`src/hdl/ring_pkg.sv`:
```
package ring_pkg;

    // --------------------
    // timing
    // --------------------

    localparam int timer_width = 64;

    // ns per clock and ns between sync packets
    localparam logic [timer_width-1:0] time_step   = 8;
    localparam logic [timer_width-1:0] sync_period = 20000;

    // periods without a return before giving up
    localparam int sync_timeout = 4;

    // --------------------
    // packet format
    // --------------------

    localparam logic [7:0] type_timesync = 8'h10;
    localparam logic [7:0] master_node   = 8'h00;

    localparam int header_len       = 4;
    localparam int sync_payload_len = 9;

    // length is payload bytes minus one
    typedef struct packed {
        logic [7:0]  pkt_type;
        logic [7:0]  node;
        logic [15:0] length;
    } ring_header_t;

    typedef struct packed {
        logic       first;
        logic       last;
        logic [7:0] data;
    } ring_byte_t;

endpackage

```
`src/hdl/packet_rx.sv`:
```
`timescale 1ns/1ps

module packet_rx (
    input  logic                   clk,
    input  logic                   reset,

    input  ring_pkg::ring_byte_t   down_rx,
    input  logic                   down_rx_valid,

    output ring_pkg::ring_header_t rx_header,
    output logic                   rx_header_valid,

    output logic [7:0]             payload_data,
    output logic [15:0]            payload_pos,
    output logic                   payload_last,
    output logic                   payload_valid,

    output logic                   rx_end,
    output logic                   rx_error
);

    typedef enum logic [1:0] {
        st_idle,
        st_header,
        st_payload
    } state_t;

    state_t      state;
    logic [1:0]  hdr_cnt;
    logic [15:0] pay_cnt;
    logic        err;
    logic        pay_end;

    // packet ends on last or when the length count is used up
    assign pay_end = down_rx.last || (pay_cnt == rx_header.length);

    // --------------------
    // framing
    // --------------------

    always_ff @(posedge clk) begin
        if (reset) begin
            state           <= st_idle;
            hdr_cnt         <= '0;
            pay_cnt         <= '0;
            err             <= 1'b0;
            rx_header_valid <= 1'b0;
            payload_valid   <= 1'b0;
            rx_end          <= 1'b0;
            rx_error        <= 1'b0;
        end else begin
            rx_header_valid <= 1'b0;
            payload_valid   <= 1'b0;
            rx_end          <= 1'b0;
            rx_error        <= 1'b0;
            if (down_rx_valid) begin
                case (state)
                    st_idle: begin
                        // stray bytes outside a packet are dropped
                        if (down_rx.first) begin
                            hdr_cnt <= 2'd1;
                            err     <= 1'b0;
                            if (down_rx.last) begin
                                rx_end   <= 1'b1;
                                rx_error <= 1'b1;
                            end else begin
                                state <= st_header;
                            end
                        end
                    end
                    st_header: begin
                        hdr_cnt <= hdr_cnt + 2'd1;
                        err     <= err | down_rx.first;
                        if (down_rx.last) begin
                            // header cut short
                            rx_end   <= 1'b1;
                            rx_error <= 1'b1;
                            state    <= st_idle;
                        end else if (hdr_cnt == 2'(ring_pkg::header_len - 1)) begin
                            rx_header_valid <= 1'b1;
                            pay_cnt         <= '0;
                            state           <= st_payload;
                        end
                    end
                    default: begin
                        payload_valid <= 1'b1;
                        pay_cnt       <= pay_cnt + 16'd1;
                        err           <= err | down_rx.first;
                        if (pay_end) begin
                            rx_end   <= 1'b1;
                            rx_error <= err | down_rx.first | !down_rx.last |
                                        (pay_cnt != rx_header.length);
                            state    <= st_idle;
                        end
                    end
                endcase
            end
        end
    end

    // --------------------
    // header and payload data
    // --------------------

    always_ff @(posedge clk) begin
        if (down_rx_valid) begin
            if (state == st_idle && down_rx.first) begin
                rx_header.pkt_type <= down_rx.data;
            end
            if (state == st_header) begin
                case (hdr_cnt)
                    2'd1:    rx_header.node          <= down_rx.data;
                    2'd2:    rx_header.length[7:0]  <= down_rx.data;
                    default: rx_header.length[15:8] <= down_rx.data;
                endcase
            end
            if (state == st_payload) begin
                payload_data <= down_rx.data;
                payload_pos  <= pay_cnt;
                payload_last <= pay_end;
            end
        end
    end

endmodule

```
`src/hdl/packet_tx.sv`:
```
`timescale 1ns/1ps

module packet_tx (
    input  logic                   clk,
    input  logic                   reset,

    input  logic                   tx_start,
    input  ring_pkg::ring_header_t tx_header,

    input  logic [7:0]             payload_data,
    input  logic                   payload_last,
    input  logic                   payload_valid,
    output logic                   payload_ready,

    output ring_pkg::ring_byte_t   down_tx,
    output logic                   down_tx_valid,
    input  logic                   down_tx_ready
);

    typedef enum logic [1:0] {
        st_idle,
        st_header,
        st_payload
    } state_t;

    state_t                 state;
    ring_pkg::ring_header_t hdr;
    logic [1:0]             hdr_idx;
    logic [7:0]             hdr_byte;

    // wire order: type, node, length low, length high
    always_comb begin
        case (hdr_idx)
            2'd0:    hdr_byte = hdr.pkt_type;
            2'd1:    hdr_byte = hdr.node;
            2'd2:    hdr_byte = hdr.length[7:0];
            default: hdr_byte = hdr.length[15:8];
        endcase
    end

    // --------------------
    // output mux
    // --------------------

    always_comb begin
        down_tx       = '0;
        down_tx_valid = 1'b0;
        payload_ready = 1'b0;
        case (state)
            st_header: begin
                down_tx.first = (hdr_idx == 2'd0);
                down_tx.data  = hdr_byte;
                down_tx_valid = 1'b1;
            end
            st_payload: begin
                down_tx.last  = payload_last;
                down_tx.data  = payload_data;
                down_tx_valid = payload_valid;
                payload_ready = down_tx_ready;
            end
            default: ;
        endcase
    end

    always_ff @(posedge clk) begin
        if (reset) begin
            state   <= st_idle;
            hdr_idx <= '0;
        end else begin
            case (state)
                st_idle: begin
                    if (tx_start) begin
                        state   <= st_header;
                        hdr_idx <= '0;
                    end
                end
                st_header: begin
                    if (down_tx_ready) begin
                        hdr_idx <= hdr_idx + 2'd1;
                        if (hdr_idx == 2'(ring_pkg::header_len - 1)) begin
                            state <= st_payload;
                        end
                    end
                end
                default: begin
                    if (payload_valid && down_tx_ready && payload_last) begin
                        state <= st_idle;
                    end
                end
            endcase
        end
    end

    // header held for the whole frame
    always_ff @(posedge clk) begin
        if (state == st_idle && tx_start) begin
            hdr <= tx_header;
        end
    end

endmodule

```
`src/hdl/periodic_trigger.sv`:
```
`timescale 1ns/1ps

module periodic_trigger (
    input  logic                               clk,
    input  logic                               reset,
    output logic [ring_pkg::timer_width-1:0]   current_time,
    output logic                               trigger
);

    logic [ring_pkg::timer_width-1:0] next_boundary;

    // hits exactly since sync_period is a multiple of time_step
    assign trigger = (current_time == next_boundary);

    always_ff @(posedge clk) begin
        if (reset) begin
            current_time  <= '0;
            next_boundary <= ring_pkg::sync_period;
        end else begin
            current_time <= current_time + ring_pkg::time_step;
            if (trigger) begin
                next_boundary <= next_boundary + ring_pkg::sync_period;
            end
        end
    end

endmodule

```
`src/hdl/ring_master.sv`:
```
`timescale 1ns/1ps

module ring_master (
    input  logic                             clk,
    input  logic                             reset,
    output logic [ring_pkg::timer_width-1:0] current_time,

    output ring_pkg::ring_byte_t             down_tx,
    output logic                             down_tx_valid,
    input  logic                             down_tx_ready,

    input  ring_pkg::ring_byte_t             down_rx,
    input  logic                             down_rx_valid,

    output logic [ring_pkg::timer_width-1:0] ring_delay,
    output logic                             ring_delay_valid,
    output logic [15:0]                      error_count
);

    logic                   trigger;
    logic                   tx_start;
    ring_pkg::ring_header_t tx_header;
    logic [7:0]             tx_payload_data;
    logic                   tx_payload_last;
    logic                   tx_payload_valid;
    logic                   tx_payload_ready;

    ring_pkg::ring_header_t rx_header;
    logic                   rx_header_valid;
    logic [7:0]             rx_payload_data;
    logic [15:0]            rx_payload_pos;
    logic                   rx_payload_valid;
    logic                   rx_end;
    logic                   rx_error;

    periodic_trigger u_periodic_trigger (
        .clk          (clk),
        .reset        (reset),
        .current_time (current_time),
        .trigger      (trigger)
    );

    sync_timer_master u_sync_timer_master (
        .clk              (clk),
        .reset            (reset),
        .current_time     (current_time),
        .trigger          (trigger),
        .tx_start         (tx_start),
        .tx_header        (tx_header),
        .payload_data     (tx_payload_data),
        .payload_last     (tx_payload_last),
        .payload_valid    (tx_payload_valid),
        .payload_ready    (tx_payload_ready),
        .rx_header        (rx_header),
        .rx_header_valid  (rx_header_valid),
        .rx_payload_data  (rx_payload_data),
        .rx_payload_pos   (rx_payload_pos),
        .rx_payload_valid (rx_payload_valid),
        .rx_end           (rx_end),
        .rx_error         (rx_error),
        .ring_delay       (ring_delay),
        .ring_delay_valid (ring_delay_valid),
        .error_count      (error_count)
    );

    // outgoing side of the ring
    packet_tx u_packet_tx (
        .clk           (clk),
        .reset         (reset),
        .tx_start      (tx_start),
        .tx_header     (tx_header),
        .payload_data  (tx_payload_data),
        .payload_last  (tx_payload_last),
        .payload_valid (tx_payload_valid),
        .payload_ready (tx_payload_ready),
        .down_tx       (down_tx),
        .down_tx_valid (down_tx_valid),
        .down_tx_ready (down_tx_ready)
    );

    // returning side, end of payload is carried by rx_end
    packet_rx u_packet_rx (
        .clk             (clk),
        .reset           (reset),
        .down_rx         (down_rx),
        .down_rx_valid   (down_rx_valid),
        .rx_header       (rx_header),
        .rx_header_valid (rx_header_valid),
        .payload_data    (rx_payload_data),
        .payload_pos     (rx_payload_pos),
        .payload_last    (),
        .payload_valid   (rx_payload_valid),
        .rx_end          (rx_end),
        .rx_error        (rx_error)
    );

endmodule

```
`src/hdl/sync_timer_master.sv`:
```
`timescale 1ns/1ps

module sync_timer_master (
    input  logic                             clk,
    input  logic                             reset,

    input  logic [ring_pkg::timer_width-1:0] current_time,
    input  logic                             trigger,

    output logic                             tx_start,
    output ring_pkg::ring_header_t           tx_header,
    output logic [7:0]                       payload_data,
    output logic                             payload_last,
    output logic                             payload_valid,
    input  logic                             payload_ready,

    input  ring_pkg::ring_header_t           rx_header,
    input  logic                             rx_header_valid,
    input  logic [7:0]                       rx_payload_data,
    input  logic [15:0]                      rx_payload_pos,
    input  logic                             rx_payload_valid,
    input  logic                             rx_end,
    input  logic                             rx_error,

    output logic [ring_pkg::timer_width-1:0] ring_delay,
    output logic                             ring_delay_valid,
    output logic [15:0]                      error_count
);

    // flag byte first, then time bytes lsb first
    logic [ring_pkg::sync_payload_len-1:0][7:0] tx_payload;
    logic [ring_pkg::timer_width-1:0]           stamp;

    logic       override;
    logic       outstanding;
    logic [2:0] timeout_cnt;
    logic       tx_active;
    logic [3:0] tx_idx;
    logic       hdr_ok;
    logic       payload_bad;
    logic       byte_bad;
    logic       send;
    logic       timeout;
    logic       good;

    assign stamp = tx_payload[ring_pkg::sync_payload_len-1:1];

    // the last payload byte arrives together with rx_end
    assign byte_bad = rx_payload_valid &&
                      (rx_payload_pos >= 16'(ring_pkg::sync_payload_len) ||
                       rx_payload_data != tx_payload[rx_payload_pos[3:0]]);

    assign send     = trigger && !outstanding && !tx_active;
    assign timeout  = trigger && outstanding &&
                      (timeout_cnt == 3'(ring_pkg::sync_timeout - 1));
    assign good     = outstanding && !rx_error && hdr_ok && !payload_bad && !byte_bad;
    assign tx_start = send;

    assign tx_header.pkt_type = ring_pkg::type_timesync;
    assign tx_header.node     = ring_pkg::master_node;
    assign tx_header.length   = 16'(ring_pkg::sync_payload_len - 1);

    assign payload_valid = tx_active;
    assign payload_data  = tx_payload[tx_idx];
    assign payload_last  = (tx_idx == 4'(ring_pkg::sync_payload_len - 1));

    always_ff @(posedge clk) begin
        if (reset) begin
            override         <= 1'b1;
            outstanding      <= 1'b0;
            timeout_cnt      <= '0;
            tx_active        <= 1'b0;
            tx_idx           <= '0;
            hdr_ok           <= 1'b0;
            payload_bad      <= 1'b0;
            ring_delay_valid <= 1'b0;
            error_count      <= '0;
        end else begin
            ring_delay_valid <= rx_end && good;
            if ((rx_end && !good) || timeout) begin
                error_count <= error_count + 16'd1;
            end

            // --------------------
            // send side
            // --------------------
            if (send) begin
                override    <= 1'b0;
                outstanding <= 1'b1;
                timeout_cnt <= '0;
                tx_active   <= 1'b1;
                tx_idx      <= '0;
            end else begin
                if (rx_end || timeout) begin
                    outstanding <= 1'b0;
                end
                if (trigger && outstanding) begin
                    timeout_cnt <= timeout_cnt + 3'd1;
                end
            end
            if (payload_valid && payload_ready) begin
                if (payload_last) begin
                    tx_active <= 1'b0;
                end else begin
                    tx_idx <= tx_idx + 4'd1;
                end
            end

            // --------------------
            // return check
            // --------------------
            if (rx_header_valid) begin
                hdr_ok <= (rx_header.pkt_type == ring_pkg::type_timesync) &&
                          (rx_header.length == 16'(ring_pkg::sync_payload_len - 1));
                payload_bad <= 1'b0;
            end else begin
                if (rx_end) begin
                    hdr_ok <= 1'b0;
                end
                if (byte_bad) begin
                    payload_bad <= 1'b1;
                end
            end
        end
    end

    always_ff @(posedge clk) begin
        if (send) begin
            tx_payload <= {current_time, 7'b0, override};
        end
        if (rx_end) begin
            ring_delay <= current_time - stamp;
        end
    end

endmodule

```
`config.mk`:
```
export PLATFORM = sky130hd
export DESIGN_NAME = ring_master
export DESIGN_NICKNAME = d
export VERILOG_FILES = /design/src/hdl/ring_pkg.sv /design/src/hdl/packet_rx.sv /design/src/hdl/packet_tx.sv /design/src/hdl/periodic_trigger.sv /design/src/hdl/ring_master.sv /design/src/hdl/sync_timer_master.sv
export SDC_FILE = /design/constraint.sdc
export NUM_CORES = 1
export LEC_CHECK = 0
export ABC_AREA = 0
export ABC_CLOCK_PERIOD_IN_PS = 4890
export BUFFER_PORTS_ARGS = -buffer_cell sky130_fd_sc_hd__clkbuf_2
export CORE_MARGIN = 2
export CORE_UTILIZATION = 65
export CTS_BUF_LIST = sky130_fd_sc_hd__clkbuf_4 sky130_fd_sc_hd__clkbuf_8 sky130_fd_sc_hd__clkbuf_16
export CTS_CLUSTER_SIZE = 25
export DETAILED_ROUTE_END_ITERATION = 12
export PLACE_DENSITY = 0.86
export SLEW_MARGIN = 20
export SYNTH_ARGS = -nofsm -noshare
export SYNTH_HDL_FRONTEND = slang
export SYNTH_SLANG_ARGS = --single-unit
```
`constraint.sdc`:
```
create_clock -name clk -period 4.89 [get_ports clk]
set_input_delay 0.978 -clock clk [delete_from_list [all_inputs] [get_ports clk]]
set_output_delay 0.978 -clock clk [all_outputs]
set_load 0.02 [all_outputs]
```
### Yosys cells after proc, flatten, opt, wreduce, memory -nomap -nowiden

Cells that the tools add are included.

* output and inout port bits: 156
* flip-flop bits (word level): 363

* $lt $le $gt $ge: 3
* equality and inequality tests: 25
* bitwise gates (word level): 7
* reductions and logical operators: 52
* mux-type cells: 49
* add/subtract/negate cells: 9

Operators by type and width (number)
* $add A64 B15 Y64 const B: 1
* $add A64 B4 Y64 const B: 1
* $bmux W8 S4: 2
* $eq A64 B64 Y1: 1
* $sub A64 B64 Y64: 1
* $add A16 B1 Y16 const B: 2
* $mux W16: 2
* $pmux W16 S2: 1
* $mux W2: 12
* $mux W1: 18
* $eq A16 B16 Y1: 1
* $eq A16 B4 Y1 const B: 1
* $ge A16 B4 Y1 const B: 1
* $logic_and A1 B1 Y1: 16
* $mux W8: 2
* $ne A16 B16 Y1: 1
* $pmux W2 S2: 4
* $pmux W8 S2: 1
* $eq A2 B2 Y1 const B: 6
* $mux W4: 3
* $reduce_and A3 Y1: 4
* $lt A4 B5 Y1 const B: 2
* $pmux W5 S2: 1
* $reduce_or A2 Y1: 5
* other kinds (23): 56

### Logic depth before layout (Yosys ltp)

Gate-level depths: netlist of the first run.

* depth in word-level cells: 10
* depth in mapped cells: 13
* depth with buffers taken out: 13

### Modules after synthesis

Synthesis of the first run repeated with hierarchy kept, for this count alone.

* cells, all modules: 2245
* area, all modules: 22002.4 um^2

Modules (own cells, without submodules)
* sync_timer_master: sequential area each 4454.3 um^2, area each 10639.0 um^2, times used 1, cells an instance 1076
* periodic_trigger: sequential area each 2402.3 um^2, area each 6478.7 um^2, times used 1, cells an instance 795
* packet_rx: sequential area each 2212.1 um^2, area each 3168.0 um^2, times used 1, cells an instance 232
* packet_tx: sequential area each 1041.0 um^2, area each 1716.6 um^2, times used 1, cells an instance 142

### Worst setup path after synthesis of the first run

No wires, ideal clock.

* path type: register to register
* start point: register u_periodic_trigger.current_time[3] in the netlist's numbering
* end point: register u_sync_timer_master.ring_delay[59] in the netlist's numbering, data pin
* data required time: 4.630 ns
* period minus slack after synthesis: 3.365 ns
* cell stages (with the launch flop): 14
* slack: 1.525 ns
* data arrival time: 3.106 ns
* cells stage by stage: dfxtp_1 inv_1 ha_1 fa_1 nand2b_1 a21oi_1 o21ai_0 a2111o_1 o2111ai_1 a21o_1 a41oi_1 o21bai_1 a41oi_1 xnor2_1

* cells in the longest elaborated chain, start to end: 1

Ends and longest elaborated chain
* start: declaration: line periodic_trigger.sv:6 `output logic [ring_pkg::timer_width-1:0] current_time,`
* start signal: assignment: line periodic_trigger.sv:20 `current_time <= current_time + ring_pkg::time_step;`
* $sub A64 B64 Y64: line sync_timer_master.sv:132 `ring_delay <= current_time - stamp;`
* end signal: assignment: line sync_timer_master.sv:132
* end: declaration: line sync_timer_master.sv:25 `output logic [ring_pkg::timer_width-1:0] ring_delay,`

No other way between the ends.
A chain may end at the register's enable or synchronous reset.

### Final worst setup path of the first run

Same ends and word-level chain as after synthesis.

==> results of run 1 <==
[Yosys cell counts (13+ instances only)]
library cell,instances
inv_1,102
clkbuf_1,51
nand2b_1,20
nand2_1,146
a21o_1,20
ha_1,77
nor2b_1,21
a211oi_1,13
xor2_1,116
or3_1,29
and3_1,35
dfxtp_1,178
a21oi_1,123
o21bai_1,15
xnor2_1,139
mux2_2,13
nand3_1,64
o21a_1,13
nor4_1,20
edfxtp_1,171
nand4_1,68
nor2_1,236
nor3_1,42
o21ai_0,72
[layout make-up]
| type | instances | area [um2] | area share [%] |
|---|---|---|---|
| multi-input combinational | 1471 | 9708 | 44.94 |
| sequential | 349 | 8700 | 40.27 |
| timing repair buffer | 194 | 1076 | 4.981 |
| clock buffer | 49 | 1070 | 4.953 |
| tap | 384 | 480.5 | 2.224 |
| inverter | 103 | 386.6 | 1.790 |
| clock inverter | 19 | 180.2 | 0.8341 |
[flip-flops by register name, summed over array words and instances, names as in the netlist, 2 cells and up]
signal	count
u_packet_rx.hdr_cnt	2
u_packet_rx.pay_cnt	16
u_packet_rx.payload_data	8
u_packet_rx.payload_pos	16
u_packet_rx.rx_header	24
u_packet_rx.state	2
u_packet_tx.hdr_idx	2
u_packet_tx.state	2
u_periodic_trigger.current_time	61
u_periodic_trigger.next_boundary	59
u_sync_timer_master.error_count	16
u_sync_timer_master.ring_delay	61
u_sync_timer_master.stamp	61
u_sync_timer_master.timeout_cnt	3
u_sync_timer_master.tx_idx	4
[routing by layer]
layer / vias up / wire length, um / GRT usage (%) / part of all wire, %
met4: 0 / 2002 / 13.65 / 3.7
met3: 134 / 4768 / 4.784 / 8.8
met5: - / 0 / 0 / 0
li1: 7442 / - / - / -
met1: 7658 / 23010 / 49.24 / 42
met2: 836 / 24450 / 54.84 / 45
[per-stage QoR]
step                      total power, mW  utilization, %
after detailed placement            3.255           70.69
after CTS                           6.059           75.03
after floorplan                     3.219               -
after global routing                6.192           75.05
final                               6.055           75.05
after global placement              3.251           70.69
[cells by family (layout without fill, tap and decap cells)]
family	count (synthesis)	after routing	synth area share [%]
xor gates and xnor gates	255	255	11.71
DFF	349	349	45.60
muxes	38	38	2.939
AOI/OAI and AO/OA	354	354	11.84
adders and majority gates	78	78	5.156
buffers and inverters	169	365	3.628
other	1	6	0.01966
and+or+nand+nor	740	740	19.10
[path summary, 6_finish.rpt]
path / start / endpoint / slack, ps
max: u_periodic_trigger.current_time[3] / u_sync_timer_master.ring_delay[59] / 830
min reg2reg: u_sync_timer_master.override / u_sync_timer_master.tx_payload[0] / 440
max reg2reg: u_periodic_trigger.current_time[3] / u_sync_timer_master.ring_delay[59] / 830
min: u_sync_timer_master.override / u_sync_timer_master.tx_payload[0] / 440
[power groups by stage]
stage                     logic, mW  registers, mW  clock network [mW]
after floorplan              0.0603           3.16                   0
after global placement        0.111           3.14                   0
after detailed placement      0.114           3.14                   0
after CTS                     0.115           3.08                2.87
after global routing          0.126           3.08                2.99
final                         0.116           3.08                2.86
[critical path, delay by kind of cell, from the launching register on]
kind / cells / cell delay (ps)
AO/OA/AOI/OAI: 8 / 2230
XOR/XNOR: 1 / 150
adder cells (fa/ha/maj): 2 / 670
buffers and inverters: 1 / 100
flip-flops: 1 / 430
AND/OR/NAND/NOR: 1 / 200
==> impl_metrics.tcl, run 1 <==
set metrics [dict create \
    maxCapViolCount 0 \
    cts_buffers 37 \
    start_util_pct 66.27 \
    cp.arrival_ps 4330 \
    synth_largest_area_cell "edfxtp_1" \
    ys_warn_count 0 \
    post_dp_cell_area_mm2 0.02034 \
    dr.pass1.iters 6 \
    drc_errors 0 \
    antenna_found_initial 1 \
    die_h_um 175.3 \
    period_share_pct 82.93 \
    cp_cell_sequence "inv_1 > ha_1 > fa_1 > nand2b_1 > a21oi_1 > o21ai_0 > a2111o_1 > o2111ai_1 > a21o_1 > a41oi_1 > o21bai_1 > a41oi_1 > xnor2_1" \
    setup_viol 0 \
    swShare_pct 21.30 \
    nets 2248 \
    ys_ff_latch 349 \
    totalWireLength_mm 54.23 \
    cts_sinks 349 \
    rows 62 \
    ir_drop_uv 280.6 \
    ctsHtreeMaxLevel 2 \
    holdBufCountCts 0 \
    syn_area_mm2 0.01907 \
    period_needed_ps 4055 \
    layout.cells.non_filler 2569 \
    dr_total_vias 16070 \
    synth_ff_type "dfxtp_1" \
    internal_power_mw 4.765 \
    die_w_um 175.3 \
    ys_seq_area_share_pct 45.60 \
    layout-drive-gt1-share_pct 14.60 \
    crit_top_cell "a41oi_1" \
    power.leakage_nw 8.397 \
    diodes 0 \
    r2r_cells 13 \
    die-area_mm2 0.03073 \
    viasPerCell 6.255 \
    grt_max_degree 105 \
    pre_cts_slack_ps 869.0 \
    cpMaxStageDelayCell "a2111o_1" \
    fin_area_mm2 0.02160 \
    fin_worst_skew_ps 20.95 \
    final_common_cell "nor2_1" \
    max_slew_margin_pct 26.52 \
    syn_inst 1984 \
    required_ps 5170 \
    fmax_mhz 246.6 \
    crit_type "register to register" \
    grt_setup_unrepaired "false" \
    grt-ovfl-total 0 \
    critPathLaunchType "register" \
    place_inst 2501 \
    synth_area_leaders "edfxtp_1 (27%), dfxtp_1 (19%), xnor2_1 (6.4%)" \
    core-area_mm2 0.02878 \
    p_sw_mw 1.290 \
    hold_ws_ps 440.0 \
    p_comb_share_pct 1.9 \
    crit_path_max_fanout 7 \
    cts.reportedPaths.clkPinSlew_ps 60 \
    p_clk_share_pct 47.3 \
    hold_viol 0 \
    fin_setup_tns_ps 0 \
    async_flop_share_pct 0 \
    grt_first_pass_wirelength_mm 83.40 \
    area_growth_pct 13.25 \
    critPathMaxStageDelay_ps 440 \
    cts_root_buffer "clkbuf_16" \
    timing.final.ws_setup_ps 834.7 \
    drv_slew 0 \
    power_frac_seq_pct 50.8 \
    port_buffers 163 \
    yosysTopAreaCellShare_pct 26.92 \
    ant_nets 0 \
    place_congestion 0.9856 \
    clock_latency_ps 540 \
    fill_cells 2036 \
    grt_usage_pct 34.89 \
    clockBufferDepth 3 \
    grt_pass1_vias 15040 \
    cts_setup_buffers 0 \
    outcome "complete, no violations" \
    worst_pin_slew_ps 1102 \
    ys_types 89 \
    avgRoutedWirePerCell_um 21.11 \
    drt_iter0_drc 1689 \
    dp_hpwl_mm 41.31 \
    mostFrequentLayoutCells "nor2_1 (236), dfxtp_1 (177), edfxtp_1 (171), clkbuf_2 (162), nand2_1 (146)" \
    synth_edf_count 171 \
    io_pins 170 \
    postSynthAreaPerCell_um2 9.614 \
    worstHoldPathCells 0 \
    power_density_mw_per_mm2 280.3 \
    hp-class "register to register" \
    cp-end-kind "register" \
    cts_resized 0 \
    cts_tree "yes" \
]
Note: power is estimated with default switching activity, not from simulation.
==> inputs of run 2 (changes only) <==
- ABC_CLOCK_PERIOD_IN_PS: 4890 -> 3900
- CORE_UTILIZATION: 65 -> 60
- PLACE_DENSITY: 0.86 -> 0.8
- clock period: 4.89 -> 3.9 ns (I/O delays scaled with it)
==> run 2 against run 1 <==
Against the previous run: sequential share of layout area shrank 0.74 points; final cell count grew 2.4%; sequential power up 25%; setup slack got worse by 610 ps; total power increased by 27%; sequential cell count is the same; global-route usage down 2.2 points; clock skew grew 6.1 ps; core utilization fell by 5.0 points; first-iteration DRC count rose by 21%; critical path depth is 1 lower; die area is 8.1% higher; largest power group unchanged.
==> impl_metrics.tcl, run 2 (synthesis results as in run 1) <==
set metrics [dict create \
    outcome "complete, no violations" \
    layout-drive-gt1-share_pct 16.46 \
    dp_hpwl_mm 42.36 \
    ant_nets 0 \
    critPathMaxStageDelay_ps 430 \
    cts_root_buffer "clkbuf_16" \
    drc_errors 0 \
    avgRoutedWirePerCell_um 20.82 \
    hp-class "register to register" \
    rows 65 \
    period_share_pct 94.18 \
    diodes 0 \
    drt_iter0_drc 2049 \
    report.power.total_mw 7.684 \
    grt_first_pass_wirelength_mm 83.97 \
    fmax_mhz 272.3 \
    max_slew_margin_pct 39.90 \
    fin_area_mm2 0.02200 \
    cts_setup_buffers 0 \
    nets 2294 \
    grtUsageMet1_pct 47.86 \
    hold_ws_ps 423.8 \
    totalWireLength_mm 54.77 \
    met2_usage_pct 49.69 \
    timing.final.ws_setup_ps 227.2 \
    layout.cells.non_filler 2631 \
    power_frac_seq_pct 50.2 \
    die-area_mm2 0.03323 \
    clock_latency_ps 550 \
    grt_max_degree 84 \
    ir_drop_uv 530.8 \
    p_comb_share_pct 2.0 \
    grt_pass1_vias 15090 \
    busiest_layer "met2" \
    post_dp_cell_area_mm2 0.02072 \
    use_met3_pct 4.889 \
    place_congestion 0.9729 \
    clockBufferDepth 3 \
    io_pins 170 \
    die_h_um 182.3 \
    critPathLaunchType "register" \
    ctsHtreeMaxLevel 2 \
    grt-ovfl-total 0 \
    fill_cells 2412 \
    dr_total_vias 16100 \
    pre_cts_slack_ps 189.7 \
    mostFrequentLayoutCells "nor2_1 (236), dfxtp_1 (177), edfxtp_1 (171), clkbuf_2 (162), nand2_1 (146)" \
    area_growth_pct 15.36 \
    cts.reportedPaths.clkPinSlew_ps 60 \
    final_common_cell "nor2_1" \
    place_inst 2565 \
    required_ps 4180 \
    drv_slew 0 \
    cp.arrival_ps 3960 \
    cts_tree "yes" \
    power_density_mw_per_mm2 349.2 \
    crit_type "register to register" \
    hold_viol 0 \
    fin_setup_tns_ps 0 \
    dr.pass1.iters 6 \
    cts_buffers 37 \
    start_util_pct 60.76 \
    viasPerCell 6.120 \
    crit_family "compound AO/OA/AOI/OAI gates" \
    port_buffers 163 \
    path_buf_inv 0 \
    grt_usage_pct 32.65 \
    crit_path_max_fanout 5 \
    setup_viol 0 \
    worst_pin_slew_ps 895.5 \
    antenna_found_initial 0 \
    swShare_pct 20.41 \
    maxCapViolCount 0 \
    p_sw_mw 1.568 \
    core-area_mm2 0.03139 \
    cp_cell_sequence "ha_1 > fa_1 > nand2b_1 > a21oi_2 > o21ai_0 > a2111o_1 > o2111ai_1 > a21o_1 > a41oi_1 > o21bai_1 > a41oi_1 > xnor2_1" \
    internal_power_mw 6.116 \
    die_w_um 182.3 \
    p_clk_share_pct 47.8 \
    power.leakage_nw 8.659 \
    fin_worst_skew_ps 27.05 \
    cpMaxStageDelayCell "edfxtp_1" \
    cp-end-kind "register" \
    grt_setup_unrepaired "false" \
    crit_top_cell "a41oi_1" \
    cts_sinks 349 \
    fin_util_pct 70.09 \
    period_needed_ps 3673 \
]
## run 2: cell types whose count changed in the layout (fill, tap and decap cells not counted), sizes merged
cell / before / now
buf: 32 / 78
bufinv: 2 / 4
clkbuf: 211 / 214
clkinv: 15 / 10
clkinvlp: 2 / 0
## run 2: worst register-to-register path, stage by stage (launching register included)
cell and delay, ps:
edfxtp_1 430, ha_1 250, fa_1 420, nand2b_1 200
a21oi_2 220, o21ai_0 180, a2111o_1 430, o2111ai_1 180
a21o_1 240, a41oi_1 290, o21bai_1 270, a41oi_1 160
xnor2_1 160
## run 2: repair_timing
item,4_1_cts,5_1_grt
setup endpoints to repair,0,3
hold buffers,0,0
gates resized for setup,0,2
hold endpoints to repair,0,0
## run 2: final timing paths
kind,start,end,slack (ps),cells past startpoint
setup / recovery,u_sync_timer_master.stamp[3],u_sync_timer_master.ring_delay[59],230,12
hold / removal,u_sync_timer_master.override,u_sync_timer_master.tx_payload[0],420,0
setup reg to reg,u_sync_timer_master.stamp[3],u_sync_timer_master.ring_delay[59],230,12
hold reg to reg,u_sync_timer_master.override,u_sync_timer_master.tx_payload[0],420,0
## run 2: layout make-up
type | count | area (um2) | share of cell area, %
clock buffers | 52 | 1092 | 4.964
well taps | 402 | 503.0 | 2.286
clock inverters | 14 | 181.4 | 0.8246
flip-flops and latches | 349 | 8700 | 39.54
inverters | 103 | 386.6 | 1.757
multi-input cells | 1471 | 9718 | 44.17
repair buffers | 240 | 1421 | 6.460
## run 2: layer usage
metal	wire length (um)	vias up
li1	-	7524
met1	24310	7668
met2	23900	811
met3	4837	99
met4	1719	0
met5	0	-
## run 2: power groups by stage
stage          combinational [mW]  clock, mW  sequential [mW]
4_1_cts                     0.152       3.72             3.86
3_3_place_gp                0.148          0             3.93
3_5_place_dp                0.151          0             3.94
2_1_floorplan              0.0756          0             3.96
6_report                    0.152       3.68             3.86
5_1_grt                     0.165       3.86             3.86
==> inputs of run 3 (changes only) <==
- CORE_UTILIZATION: 60 -> 61
- MAX_ROUTING_LAYER: not set -> met4
- PLACE_DENSITY: 0.8 -> 0.81
- SLEW_MARGIN: 20 -> not set
- SYNTH_HIERARCHICAL: not set -> 1
==> run 3 against run 2 <==
Against the previous run: non-clock buffer count is 10 higher; cell area rose by 12%; synthesized cell count increased by 13%; highest routed layer unchanged; largest cell class unchanged; core utilization decreased by 0.39 points; worst hold slack gained 18 ps; clock-buffer cell count up 1; sequential power increased by 11%; setup slack got worse by 56 ps; final cell count grew 11%.
==> impl_metrics.tcl, run 3 <==
set metrics [dict create \
    die-area_mm2 0.03711 \
    antenna_found_initial 1 \
    cts_buffers 42 \
    ctsHtreeMaxLevel 2 \
    fill_cells 2694 \
    syn_area_mm2 0.02171 \
    drt_iter0_drc 2101 \
    cts_root_buffer "clkbuf_16" \
    grt_usage_pct 34.73 \
    hold_viol 0 \
    critPathLaunchType "register" \
    place_congestion 1.001 \
    fmax_mhz 268.2 \
    grt_first_pass_wirelength_mm 95.44 \
    cp.arrival_ps 2950 \
    clock_latency_ps 580 \
    final_common_cell "edfxtp_1" \
    layout-drive-gt1-share_pct 16.14 \
    crit_type "register to primary output" \
    fin_util_pct 69.70 \
    die_h_um 192.6 \
    dp_hpwl_mm 47.12 \
    area_growth_pct 13.38 \
    rows 69 \
    grt_pass1_vias 16650 \
    maxCapViolCount 0 \
    grt_max_degree 101 \
    grt_setup_unrepaired "false" \
    io_pins 170 \
    mostFrequentLayoutCells "edfxtp_1 (209), dfxtp_1 (176), nor2_1 (174), a21oi_1 (173), clkbuf_2 (165)" \
    period_needed_ps 3729 \
    postSynthAreaPerCell_um2 9.725 \
    cts_setup_buffers 0 \
    ys_warn_count 6 \
    crit_path_max_fanout 8 \
    required_ps 3120 \
    fin_setup_tns_ps 0 \
    cts_tree "yes" \
    hp-class "primary input to register" \
    totalWireLength_mm 63.10 \
    core-area_mm2 0.03531 \
    power_density_mw_per_mm2 348.3 \
    port_buffers 166 \
    post_dp_cell_area_mm2 0.02315 \
    fin_worst_skew_ps 9.972 \
    power.leakage_nw 9.561 \
    cts_sinks 387 \
    setup_viol 0 \
    drv_slew 0 \
    ant_nets 0 \
    grt-ovfl-total 0 \
    period_share_pct 95.61 \
    outcome "complete, no violations" \
    clockBufferDepth 3 \
    cts.reportedPaths.clkPinSlew_ps 60 \
    avgRoutedWirePerCell_um 21.65 \
    drc_errors 0 \
    max_slew_margin_pct 14.77 \
    viasPerCell 6.326 \
    die_w_um 192.6 \
    dr_total_vias 18440 \
    nets 2516 \
    fin_area_mm2 0.02461 \
    worst_pin_slew_ps 1265 \
    syn_inst 2232 \
    start_util_pct 61.47 \
    ir_drop_uv 379.6 \
    dr.pass1.iters 6 \
    cp-end-kind "primary output" \
]
-- run 3: area by class of cell --
type	count	area (um2)	share of cell area, %
inverters	116	439.2	1.784
repair buffers	250	1501	6.101
well taps	461	576.8	2.344
clock inverters	24	267.8	1.088
flip-flops and latches	387	9842	39.99
diodes	1	2.502	0.01017
multi-input cells	1623	10810	43.90
clock buffers	53	1176	4.779
-- run 3: layer usage --
metal | up-vias | GRT usage (%) | wire length, um
met3 | 157 | 4.892 | 5932
met2 | 1053 | 50.03 | 27310
li1 | 8468 | - | -
met5 | - | - | 0
met4 | 0 | 12.77 | 2397
met1 | 8761 | 49.92 | 27460
-- run 3: timing repair --
item,in CTS,in global routing
resized for setup,0,3
endpoints found under the setup margin,0,9
hold buffers,0,0
-- run 3: through the flow --
step                      hold WS [ps]  worst slack, ps  total power, mW  cells
after floorplan                  404.6            163.7            4.513   2264
after global placement           462.8            302.5            4.543   2837
after detailed placement         474.6            252.7            4.546   2837
after CTS                        428.5            74.36            8.610   2914
after global routing             442.7            20.82            8.782   2915
final                            442.0            171.1            8.571   2915
-- run 3: worst paths after layout --
check / from / cells after the start / slack, ps / end
min: down_rx[5] / 1 / 440 / u_packet_rx/rx_header[13]
min reg2reg: u_packet_rx/rx_header_valid / 1 / 480 / u_sync_timer_master/payload_bad
max reg2reg: u_sync_timer_master/stamp[0] / 13 / 200 / u_sync_timer_master/ring_delay[56]
max: u_sync_timer_master/tx_idx[1] / 9 / 170 / down_tx[4]
-- run 3: critical path: stages, from the launching register on --
cell and delay [ps]:
dfxtp_1 660, clkinv_1 470, nor2_1 200, a21oi_1 110, nor2_1 150, a21oi_1 80
o21ai_0 280, nand2_1 100, a21boi_1 130, clkbuf_2 190
-- run 3: report_power, final --
part | total (mW) | internal (mW) | switching (mW) | leakage (nW)
Clock | 4.11 | 2.42 | 1.69 | 0.711
Sequential | 4.30 | 4.29 | 0.00986 | 3.32
Combinational | 0.166 | 0.0453 | 0.120 | 5.53
Total | 8.57 | 6.75 | 1.82 | 9.56
